--- src/sentinel_isa_pkg.sv ---
/*
 * Instruction encodings watched on the tile writeback streams.
 * Both sentinels are addi x0 forms, so they retire as no-ops on the tiles.
 */

`default_nettype none

package sentinel_isa_pkg;

  // Width of one retired instruction word
  localparam int unsigned INSTR_W = 32;

  // Marks the beginning of a profiled region
  localparam logic [INSTR_W-1:0] SENTINEL_START = 32'h5AA0_0013;

  // Marks the end of a profiled region
  localparam logic [INSTR_W-1:0] SENTINEL_END = 32'h5FF0_0013;

endpackage

`default_nettype wire

--- src/profile_time_pkg.sv ---
/*
 * Cycle timestamp definitions for the sync profiler.
 * Timestamps wrap after 2^TS_W cycles; one iteration must not span a wrap.
 */

`default_nettype none

package profile_time_pkg;

  // Width of the free-running cycle counter
  localparam int unsigned TS_W = 32;

  // Unsigned cycle count
  typedef logic [TS_W-1:0] timestamp_t;

  // Cost of the start/end sentinel pair itself, in cycles
  localparam timestamp_t SENTINEL_OVERHEAD = timestamp_t'(1);

endpackage

`default_nettype wire

--- src/sentinel_stream_if.sv ---
/*
 * One tile's start/end record link.
 * Meaning of valid and ready depends on the link, see the users.
 */

`timescale 1ns/1ns
`default_nettype none

interface sentinel_stream_if;

  logic                         valid;
  profile_time_pkg::timestamp_t start_ts;
  profile_time_pkg::timestamp_t end_ts;
  logic                         ready;

  // Side that offers records
  modport producer (
    output valid,
    output start_ts,
    output end_ts,
    input  ready
  );

  // Side that takes records
  modport consumer (
    input  valid,
    input  start_ts,
    input  end_ts,
    output ready
  );

endinterface

`default_nettype wire

--- src/sentinel_detector.sv ---
/*
 * Recognizes start/end sentinels on each tile's writeback stream.
 * Pushes are plain strobes with no back-pressure; a push into a full
 * queue is lost and reported on o_overflow one cycle later.
 */

`timescale 1ns/1ns
`default_nettype none

module sentinel_detector #(
  parameter int unsigned N_TILES = 4
) (
  input  logic                                         clk,
  input  logic                                         i_reset,
  input  logic [N_TILES-1:0]                           i_wb_valid,
  input  logic [N_TILES*sentinel_isa_pkg::INSTR_W-1:0] i_wb_instr,
  output logic [N_TILES-1:0]                           o_orphan_end,
  output logic [N_TILES-1:0]                           o_overflow,
  sentinel_stream_if.producer                          o_stream [N_TILES]
);

  localparam int unsigned INSTR_W = sentinel_isa_pkg::INSTR_W;

  // Zero in the first cycle after reset
  profile_time_pkg::timestamp_t cycle_cnt;

  always_ff @(posedge clk) begin
    if (i_reset) begin
      cycle_cnt <= '0;
    end else begin
      cycle_cnt <= cycle_cnt + 1'b1;
    end
  end

  for (genvar k = 0; k < N_TILES; k++) begin : gen_tile
    logic [INSTR_W-1:0]           instr;
    logic                         is_start;
    logic                         is_end;
    logic                         push;
    logic                         start_open;
    profile_time_pkg::timestamp_t start_ts;
    logic                         orphan_q;
    logic                         overflow_q;

    assign instr    = i_wb_instr[k*INSTR_W +: INSTR_W];
    assign is_start = i_wb_valid[k] && (instr == sentinel_isa_pkg::SENTINEL_START);
    assign is_end   = i_wb_valid[k] && (instr == sentinel_isa_pkg::SENTINEL_END);

    // Record goes out in the same cycle the end sentinel retires
    assign push = is_end && start_open;

    assign o_stream[k].valid    = push;
    assign o_stream[k].start_ts = start_ts;
    assign o_stream[k].end_ts   = cycle_cnt;

    always_ff @(posedge clk) begin
      if (i_reset) begin
        start_open <= 1'b0;
        orphan_q   <= 1'b0;
        overflow_q <= 1'b0;
      end else begin
        orphan_q   <= is_end && !start_open;
        overflow_q <= push && !o_stream[k].ready;
        if (is_start) begin
          start_open <= 1'b1;
        end else if (is_end) begin
          start_open <= 1'b0;
        end
      end
    end

    // A repeated start simply moves the timestamp forward
    always_ff @(posedge clk) begin
      if (is_start) begin
        start_ts <= cycle_cnt;
      end
    end

    assign o_orphan_end[k] = orphan_q;
    assign o_overflow[k]   = overflow_q;
  end

endmodule

`default_nettype wire

--- src/sentinel_fifo.sv ---
/*
 * Circular record queue for one tile.
 * Push side: valid is a strobe, ready is not-full. Pop side: valid is
 * not-empty with the head record shown, ready is a pop strobe.
 */

`timescale 1ns/1ns
`default_nettype none

module sentinel_fifo #(
  parameter int unsigned FIFO_DEPTH = 4
) (
  input  logic                clk,
  input  logic                i_reset,
  sentinel_stream_if.consumer i_push,
  sentinel_stream_if.producer o_pop
);

  localparam int unsigned PTR_W = (FIFO_DEPTH > 1) ? $clog2(FIFO_DEPTH) : 1;
  localparam int unsigned CNT_W = $clog2(FIFO_DEPTH + 1);

  profile_time_pkg::timestamp_t mem_start [FIFO_DEPTH];
  profile_time_pkg::timestamp_t mem_end   [FIFO_DEPTH];

  logic [PTR_W-1:0] wr_ptr;
  logic [PTR_W-1:0] rd_ptr;
  logic [CNT_W-1:0] count;
  logic             do_push;
  logic             do_pop;

  assign i_push.ready = (count != CNT_W'(FIFO_DEPTH));
  assign o_pop.valid  = (count != '0);

  assign do_push = i_push.valid && i_push.ready;
  assign do_pop  = o_pop.ready && o_pop.valid;

  assign o_pop.start_ts = mem_start[rd_ptr];
  assign o_pop.end_ts   = mem_end[rd_ptr];

  always_ff @(posedge clk) begin
    if (do_push) begin
      mem_start[wr_ptr] <= i_push.start_ts;
      mem_end[wr_ptr]   <= i_push.end_ts;
    end
  end

  always_ff @(posedge clk) begin
    if (i_reset) begin
      wr_ptr <= '0;
      rd_ptr <= '0;
      count  <= '0;
    end else begin
      if (do_push) begin
        wr_ptr <= (wr_ptr == PTR_W'(FIFO_DEPTH - 1)) ? '0 : wr_ptr + 1'b1;
      end
      if (do_pop) begin
        rd_ptr <= (rd_ptr == PTR_W'(FIFO_DEPTH - 1)) ? '0 : rd_ptr + 1'b1;
      end
      // Simultaneous push and pop leaves the occupancy unchanged
      if (do_push && !do_pop) begin
        count <= count + 1'b1;
      end else if (do_pop && !do_push) begin
        count <= count - 1'b1;
      end
    end
  end

endmodule

`default_nettype wire

--- src/sync_reporter.sv ---
/*
 * Pops one record from every tile once all queues hold one and reports
 * latest end minus latest start minus the sentinel overhead.
 * o_sync_cycles is only meaningful from the first o_sync_valid on.
 */

`timescale 1ns/1ns
`default_nettype none

module sync_reporter #(
  parameter int unsigned N_TILES = 4
) (
  input  logic                         clk,
  input  logic                         i_reset,
  sentinel_stream_if.consumer          i_stream [N_TILES],
  output logic                         o_sync_valid,
  output profile_time_pkg::timestamp_t o_sync_cycles,
  output profile_time_pkg::timestamp_t o_sync_count
);

  logic [N_TILES-1:0]           head_valid;
  profile_time_pkg::timestamp_t head_start [N_TILES];
  profile_time_pkg::timestamp_t head_end   [N_TILES];
  logic                         pop_all;
  profile_time_pkg::timestamp_t last_start;
  profile_time_pkg::timestamp_t last_end;

  // Gather the head of each tile queue
  for (genvar k = 0; k < N_TILES; k++) begin : gen_head
    assign head_valid[k] = i_stream[k].valid;
    assign head_start[k] = i_stream[k].start_ts;
    assign head_end[k]   = i_stream[k].end_ts;
    assign i_stream[k].ready = pop_all;
  end

  // All tiles finished this iteration
  assign pop_all = &head_valid;

  always_comb begin
    last_start = '0;
    last_end   = '0;
    for (int unsigned k = 0; k < N_TILES; k++) begin
      if (head_start[k] > last_start) begin
        last_start = head_start[k];
      end
      if (head_end[k] > last_end) begin
        last_end = head_end[k];
      end
    end
  end

  always_ff @(posedge clk) begin
    if (i_reset) begin
      o_sync_valid <= 1'b0;
      o_sync_count <= '0;
    end else begin
      o_sync_valid <= pop_all;
      if (pop_all) begin
        o_sync_count <= o_sync_count + 1'b1;
      end
    end
  end

  // Result holds until the next report
  always_ff @(posedge clk) begin
    if (pop_all) begin
      o_sync_cycles <= last_end - last_start - profile_time_pkg::SENTINEL_OVERHEAD;
    end
  end

endmodule

`default_nettype wire

--- src/sync_profiler.sv ---
/*
 * Sentinel sync-latency profiler for N_TILES writeback streams.
 * Tile k uses bit k of i_wb_valid and slice k of i_wb_instr.
 * No back-pressure to the tiles; full queues drop records.
 */

`timescale 1ns/1ns
`default_nettype none

module sync_profiler #(
  parameter int unsigned N_TILES    = 4,
  parameter int unsigned FIFO_DEPTH = 4
) (
  input  logic                                         clk,
  input  logic                                         i_reset,
  input  logic [N_TILES-1:0]                           i_wb_valid,
  input  logic [N_TILES*sentinel_isa_pkg::INSTR_W-1:0] i_wb_instr,
  output logic                                         o_sync_valid,
  output profile_time_pkg::timestamp_t                 o_sync_cycles,
  output profile_time_pkg::timestamp_t                 o_sync_count,
  output logic [N_TILES-1:0]                           o_orphan_end,
  output logic [N_TILES-1:0]                           o_overflow
);

  // Detector to queue, and queue to reporter, one link per tile
  sentinel_stream_if det_to_fifo [N_TILES] ();
  sentinel_stream_if fifo_to_rep [N_TILES] ();

  sentinel_detector #(
    .N_TILES (N_TILES)
  ) sentinel_detector_i (
    .clk          (clk),
    .i_reset      (i_reset),
    .i_wb_valid   (i_wb_valid),
    .i_wb_instr   (i_wb_instr),
    .o_orphan_end (o_orphan_end),
    .o_overflow   (o_overflow),
    .o_stream     (det_to_fifo)
  );

  for (genvar k = 0; k < N_TILES; k++) begin : gen_fifo
    sentinel_fifo #(
      .FIFO_DEPTH (FIFO_DEPTH)
    ) sentinel_fifo_i (
      .clk     (clk),
      .i_reset (i_reset),
      .i_push  (det_to_fifo[k]),
      .o_pop   (fifo_to_rep[k])
    );
  end

  sync_reporter #(
    .N_TILES (N_TILES)
  ) sync_reporter_i (
    .clk           (clk),
    .i_reset       (i_reset),
    .i_stream      (fifo_to_rep),
    .o_sync_valid  (o_sync_valid),
    .o_sync_cycles (o_sync_cycles),
    .o_sync_count  (o_sync_count)
  );

endmodule

`default_nettype wire

--- config.mk ---
export PLATFORM = sky130hd
export DESIGN_NAME = sync_profiler
export DESIGN_NICKNAME = d
export VERILOG_FILES = /design/src/sentinel_isa_pkg.sv /design/src/profile_time_pkg.sv /design/src/sentinel_stream_if.sv /design/src/sentinel_detector.sv /design/src/sentinel_fifo.sv /design/src/sync_reporter.sv /design/src/sync_profiler.sv
export SDC_FILE = /design/constraint.sdc
export NUM_CORES = 2
export LEC_CHECK = 0
export ABC_CLOCK_PERIOD_IN_PS = 10800
export BUFFER_PORTS_ARGS = -buffer_cell sky130_fd_sc_hd__buf_2
export CAP_MARGIN = 20
export CORE_ASPECT_RATIO = 0.75
export CORE_MARGIN = 1.5
export CORE_UTILIZATION = 45
export DETAILED_ROUTE_END_ITERATION = 8
export HOLD_SLACK_MARGIN = 0.08
export PLACE_DENSITY_LB_ADDON = 0.1
export RECOVER_POWER = 50
export REMOVE_ABC_BUFFERS = 1
export SLEW_MARGIN = 20
export SYNTH_ARGS = -nofsm -noshare
export SYNTH_HDL_FRONTEND = slang
export SYNTH_HIERARCHICAL = 1
export SYNTH_SLANG_ARGS = --single-unit
--- constraint.sdc ---
create_clock -name clk -period 10.8 [get_ports clk]
set_input_delay 1.62 -clock clk [delete_from_list [all_inputs] [get_ports clk]]
set_output_delay 1.62 -clock clk [all_outputs]
set_load 0.005 [all_outputs]
### Word level (Yosys, flattened, before mapping)

Memory sizes are Yosys's and may differ from the RTL's. A register that Yosys moved wholly into a read port is not among the register bits.
Index checks and enable logic that the tools add are counted.

* flip-flop bits (word level): 265
* bits in writable memories: 1024
* bits of input ports: 134
* logic and storage cells: 209
* memories: 8

Memories
* gen_fifo[0].sentinel_fifo_i.mem_end: depth 4, bits a word 32, read ports 1, clocked after Yosys merged registers in 1, wr ports 1, line sentinel_fifo.sv:23 `profile_time_pkg::timestamp_t mem_end [FIFO_DEPTH];`
* gen_fifo[0].sentinel_fifo_i.mem_start: depth 4, bits a word 32, read ports 1, clocked after Yosys merged registers in 1, wr ports 1, line sentinel_fifo.sv:22 `profile_time_pkg::timestamp_t mem_start [FIFO_DEPTH];`
* gen_fifo[1].sentinel_fifo_i.mem_end: depth 4, bits a word 32, read ports 1, clocked after Yosys merged registers in 1, wr ports 1, line sentinel_fifo.sv:23
* gen_fifo[1].sentinel_fifo_i.mem_start: depth 4, bits a word 32, read ports 1, clocked after Yosys merged registers in 1, wr ports 1, line sentinel_fifo.sv:22
* gen_fifo[2].sentinel_fifo_i.mem_end: depth 4, bits a word 32, read ports 1, clocked after Yosys merged registers in 1, wr ports 1, line sentinel_fifo.sv:23
* gen_fifo[2].sentinel_fifo_i.mem_start: depth 4, bits a word 32, read ports 1, clocked after Yosys merged registers in 1, wr ports 1, line sentinel_fifo.sv:22
* +2 memories

* add/sub/neg operators: 20
* $lt $le $gt $ge: 8
* equality and inequality tests: 20
* mux-type cells: 56
* reduce and logical (&&, ||, !) cells: 65

Operators by type and width (number)
* equality test 32 x 31 -> 1 bit, second input constant: 8
* 2-to-1 mux 32 bit: 8
* > comparator 32 bit: 6
* adder 32 x 1 -> 32 bit, second input constant: 2
* > comparator 32 x 1 -> 1 bit, second input constant: 2
* 2-to-1 mux 2 bit: 24
* logical AND 1 bit: 36
* subtractor 32 x 1 -> 32 bit, second input constant: 1
* subtractor 32 bit: 1
* 2-to-1 mux 3 bit: 8
* adder 2 x 1 -> 2 bit, second input constant: 8
* equality test 2 bit, second input constant: 8
* zero test 1 bit: 16
* 2-to-1 mux 1 bit: 16
* nonzero test 2 bit: 8
* adder 3 x 1 -> 3 bit, second input constant: 4
* != test 3 bit, second input constant: 4
* nonzero test 3 bit: 4
* subtractor 3 x 1 -> 3 bit, second input constant: 4
* AND reduction 4 bit: 1

### Logic depth before layout (Yosys ltp)

* word-level depth: 10
* gate-level depth with buffers: 54
* mapped depth without buffers: 49

### By module

Netlist, hierarchy kept.

By module, submodules not included
* sentinel_fifo: times used 4, cells each 382, area an instance 9690.5 um^2, sequential area each 7867.5 um^2
* sync_reporter: times used 1, cells each 1324, area an instance 10492.6 um^2, sequential area each 1621.6 um^2
* sentinel_detector: times used 1, cells each 509, area an instance 6991.7 um^2, sequential area each 4724.5 um^2

### Worst setup path after synthesis

Ideal clock, no wire load.

* kind: reg2reg
* start point: register with a tool-made name
* end point: register sync_reporter_i.o_sync_cycles[31], data pin
* setup time: 268 ps
* arrival time: 9920 ps
* slack: 612 ps
* stages on the path, launching flop included: 45
* path buffers: 7
* clock period less this slack: 10188 ps
* cells stage by stage: dfxtp_1 > buf_2 > buf_4 > mux4_2 > ha_1 > nor2b_1 > o211ai_1 > a2111oi_0 > or4b_1 > a31oi_4 > buf_1 > mux2i_1 > ha_1 > a21o_1 > a21o_1 > a21o_1 > a21o_1 > a211o_1 > (+9 left out) > and3_1 > nand2_1 > or4_1 > o21a_1 > buf_1 > clkbuf_1 > o21a_1 > ha_1 > a21o_1 > a21o_1 > nor4_1 > o31a_1 > o31ai_1 > a31oi_1 > nor2_1 > nor4_1 > o41ai_1 > xnor3_1

RTL lines
* end signal: assignment: line sync_reporter.sv:67 `o_sync_cycles <= last_end - last_start - profile_time_pkg::SENTINEL_OVERHEAD;`
* end: declaration: line sync_reporter.sv:17 `output profile_time_pkg::timestamp_t o_sync_cycles,`

==> impl_metrics.py <==
metrics = {
    "run_status": {
        "status": "finished, violations left",
        "violations": "design-rule violations, max-capacitance violations, max-slew violations",
    },
    "synth": {
        "ys_warn_count": 6,
        "synth_area_um2": 56250,
        "synth_seq_cells": 1297,
        "synthFlopType": "edfxtp_1",
        "synth_cells": 3361,
        "async_flop_share_pct": 0,
        "ys_types": 75,
        "synth.avg_cell_area_um2": 16.74,
        "synth_edf_count": 1184,
        "yosysSeqAreaShare_pct": 67.23,
    },
    "final_layout": {
        "finalNetCount": 4262,
        "layout-drive-gt1-share_pct": 28.92,
        "area_growth_pct": 17.33,
        "fillers": 10000,
        "seqCellArea_um2": 37840,
        "final_core_util_pct": 53.15,
        "fin_cells": 5630,
        "multi_input_area_um2": 17010,
        "layout_commonest_cell": "edfxtp_1",
        "final_cell_mix": "1184 x edfxtp_1, 335 x buf_4, 256 x mux4_2, 244 x ha_1, 205 x buf_2",
    },
    "placement": {
        "portBuffers": 206,
        "dpl.cell_count": 5361,
        "place_congestion": 0.8952,
        "dpl.hpwl_um": 97510,
    },
    "power": {
        "power_density_nw_per_um2": 152.3,
        "p_leak_nw": 23.73,
        "ir_drop_mv": 0.1701,
    },
    "floorplan": {
        "dieArea_um2": 127100,
        "coreArea_um2": 124200,
        "io-pin-count": 207,
        "die_width_um": 411.2,
        "die_h_um": 309.2,
        "initial_core_util_pct": 45.30,
        "rows": 112,
    },
    "clocking": {
        "cts_root_buf": "clkbuf_16",
        "path_clk_slew_ns": 0.06,
        "cts_buffer_depth": 3,
        "clock_latency_ns": 0.76,
        "cts.sinks": 1297,
        "cts_tree": "built",
        "cts_buffers": 133,
        "htreeDepth": 4,
        "holdBufCountCts": 0,
    },
    "route": {
        "avgRoutedWirePerCell_um": 25.94,
        "drt_wl_total_um": 146000,
        "vias": 32240,
        "dr.pass1.iters": 8,
        "vias_per_cell": 5.726,
        "drc": 10,
        "drt_iter0_drc": 2857,
        "ant_nets": 0,
    },
    "setup_path": {
        "required_ns": 11.28,
        "start_kind": "register",
        "endpoint_kind": "register",
        "cp.arrival_ns": 10.98,
        "crit_top_cell": "buf_4",
        "slowest_delay_ns": 0.61,
        "r2r_cells": 49,
        "crit_type": "reg2reg",
        "critPathCapture": "sync_reporter_i/o_sync_cycles[29]$_DFFE_PP_",
        "cpMaxStageDelayCell": "or4b_4",
        "regToRegEndpoint": "sync_reporter_i/o_sync_cycles[29]$_DFFE_PP_",
        "crit_path_max_fanout": 12,
        "rrSetupSlack_ns": 0.30,
    },
    "grt": {
        "grt_overflow": 0,
        "grt_max_degree": 65,
        "grt_pass1_wl_um": 210400,
        "grt.total_usage_pct": 22.86,
        "grt_pass1_vias": 32280,
        "antenna_found_initial": 3,
    },
    "sta": {
        "fin_worst_skew_ns": 0.02101,
        "slew_viol_final": 695,
        "slew_headroom_pct": -111.5,
        "fin_crit_ns": 10.50,
        "finalSetupViolCount": 0,
        "whs_ns": 0.4573,
        "finalHoldViolCount": 0,
        "max_freq_mhz": 95.28,
        "period_share_pct": 97.18,
        "worstMarginPinSlew_ns": 3.173,
    },
    "min_path": {
        "min_path_type": "reg2reg",
    },
    "job": {
        "maxCapViolCount": 24,
    },
}
==> Yosys cell counts (39+ instances only) <==
library cell	number	area, um^2
xor2_1	44	385.4
clkbuf_1	42	157.7
or3_1	39	244.0
nand4_1	69	431.7
a21oi_1	126	630.6
inv_1	102	382.9
edfxtp_1	1184	35550
nor2_1	136	510.5
buf_4	132	991.0
mux4_2	256	5766
ha_1	247	3090
mux2i_1	77	770.7
o21ai_0	76	380.4
dfxtp_1	113	2262
nand3_1	47	235.2
a21o_1	87	653.1
nand2_1	153	574.3
==> cell type report <==
| class | instances | area share, % |
|---|---|---|
| Clock inverter | 77 | 1.208 |
| Clock buffer | 158 | 5.379 |
| Timing Repair Buffer | 609 | 6.584 |
| Tap cell | 1653 | 3.134 |
| Inverter | 102 | 0.5801 |
| Sequential cell | 1297 | 57.33 |
| Antenna cell | 1 | 0.003792 |
| Multi-Input combinational cell | 1733 | 25.78 |
==> worst max-delay path: cells and delay by family (launching register included) <==
family	cells	cell delay, ns
multiplexers	2	0.73
flip-flops	1	0.46
buffers and inverters	12	1.93
AND/OR/NAND/NOR	12	2.62
adder cells (fa/ha/maj)	4	1.17
AO/OA/AOI/OAI	18	3.17
XOR/XNOR	1	0.10
==> how the worst min path moves through the flow <==
stage | start | endpoint | slack [ns] | depth (start not counted)
floorplan | sentinel_detector_i/gen_tile[0].start_open$_SDFFE_PP0P_ | sentinel_detector_i/gen_tile[0].orphan_q$_SDFF_PP0_ | 0.42 | 1
global route | sentinel_detector_i/gen_tile[0].start_open$_SDFFE_PP0P_ | sentinel_detector_i/gen_tile[0].orphan_q$_SDFF_PP0_ | 0.49 | 1
finish | sentinel_detector_i/gen_tile[3].start_open$_SDFFE_PP0P_ | sentinel_detector_i/gen_tile[3].orphan_q$_SDFF_PP0_ | 0.46 | 1
global placement | sentinel_detector_i/gen_tile[3].start_open$_SDFFE_PP0P_ | sentinel_detector_i/gen_tile[3].orphan_q$_SDFF_PP0_ | 0.45 | 1
detailed placement | sentinel_detector_i/gen_tile[3].start_open$_SDFFE_PP0P_ | sentinel_detector_i/gen_tile[3].orphan_q$_SDFF_PP0_ | 0.45 | 1
CTS | sentinel_detector_i/gen_tile[3].start_open$_SDFFE_PP0P_ | sentinel_detector_i/gen_tile[3].orphan_q$_SDFF_PP0_ | 0.46 | 1
==> report_power, final <==
group	switching, mW	internal [mW]	total, mW
clock	1.92	2.69	4.60
combinational	0.0260	0.0218	0.0478
sequential	0.00119	5.40	5.40
==> timing repair <==
action                                  in CTS  in global routing
hold endpoints to repair                     0                  0
endpoints found under the setup margin      10                 16
gates resized for setup                     11                 78
buffers inserted                             1                 30
gates cloned                                 0                  2
pin swaps                                    3                 28
==> logic make-up (layout without fill, tap and decap cells) <==
logic type | after synthesis | after routing | synth area share [%]
compound gates | 403 | 403 | 4.598
xor+xnor | 79 | 79 | 1.255
fa+ha+maj | 253 | 253 | 5.690
buf+inv | 331 | 946 | 3.157
flops | 1297 | 1297 | 67.23
mux | 343 | 343 | 11.82
other cells | 0 | 1 | 0
simple gates | 655 | 655 | 6.246
==> sequential cells by signal (all words and copies together), names as in the netlist, named ones only <==
register / count
gen_fifo.sentinel_fifo_i/wr_ptr: 8
sync_reporter_i/o_sync_count: 32
sentinel_detector_i/gen_tile.start_open: 4
sync_reporter_i/o_sync_valid: 1
gen_fifo.sentinel_fifo_i/mem_end: 512
sentinel_detector_i/gen_tile.overflow_q: 4
sentinel_detector_i/o_stream.end_ts: 32
sync_reporter_i/o_sync_cycles: 32
gen_fifo.sentinel_fifo_i/count: 12
sentinel_detector_i/o_stream.start_ts: 128
sentinel_detector_i/gen_tile.orphan_q: 4
gen_fifo.sentinel_fifo_i/rd_ptr: 8
gen_fifo.sentinel_fifo_i/mem_start: 512
==> metrics by stage <==
step | instance area, um^2 | power (mW) | setup TNS (ns) | worst slack, ns
after global placement | 61040 | 5.553 | -0.5608 | -0.1848
after floorplan | 54850 | 5.517 | -175.71 | -6.269
final | 66000 | 10.05 | 0 | 0.3045
after detailed placement | 61040 | 5.555 | -1.673 | -0.3330
after global routing | 65990 | 10.36 | -0.1491 | -0.06042
after CTS | 65430 | 10.16 | -0.02274 | -0.02274
==> per-layer routing <==
| layer | vias up | global-route usage, % | share of wire (%) |
|---|---|---|---|
| li1 | 14280 | - | - |
| met2 | 1077 | 34.59 | 45 |
| met3 | 160 | 4.298 | 7.2 |
| met5 | - | 0 | 0 |
| met4 | 0 | 6.093 | 1.9 |
| met1 | 16720 | 33.97 | 46 |
Note: power is estimated with default switching activity, not from simulation.
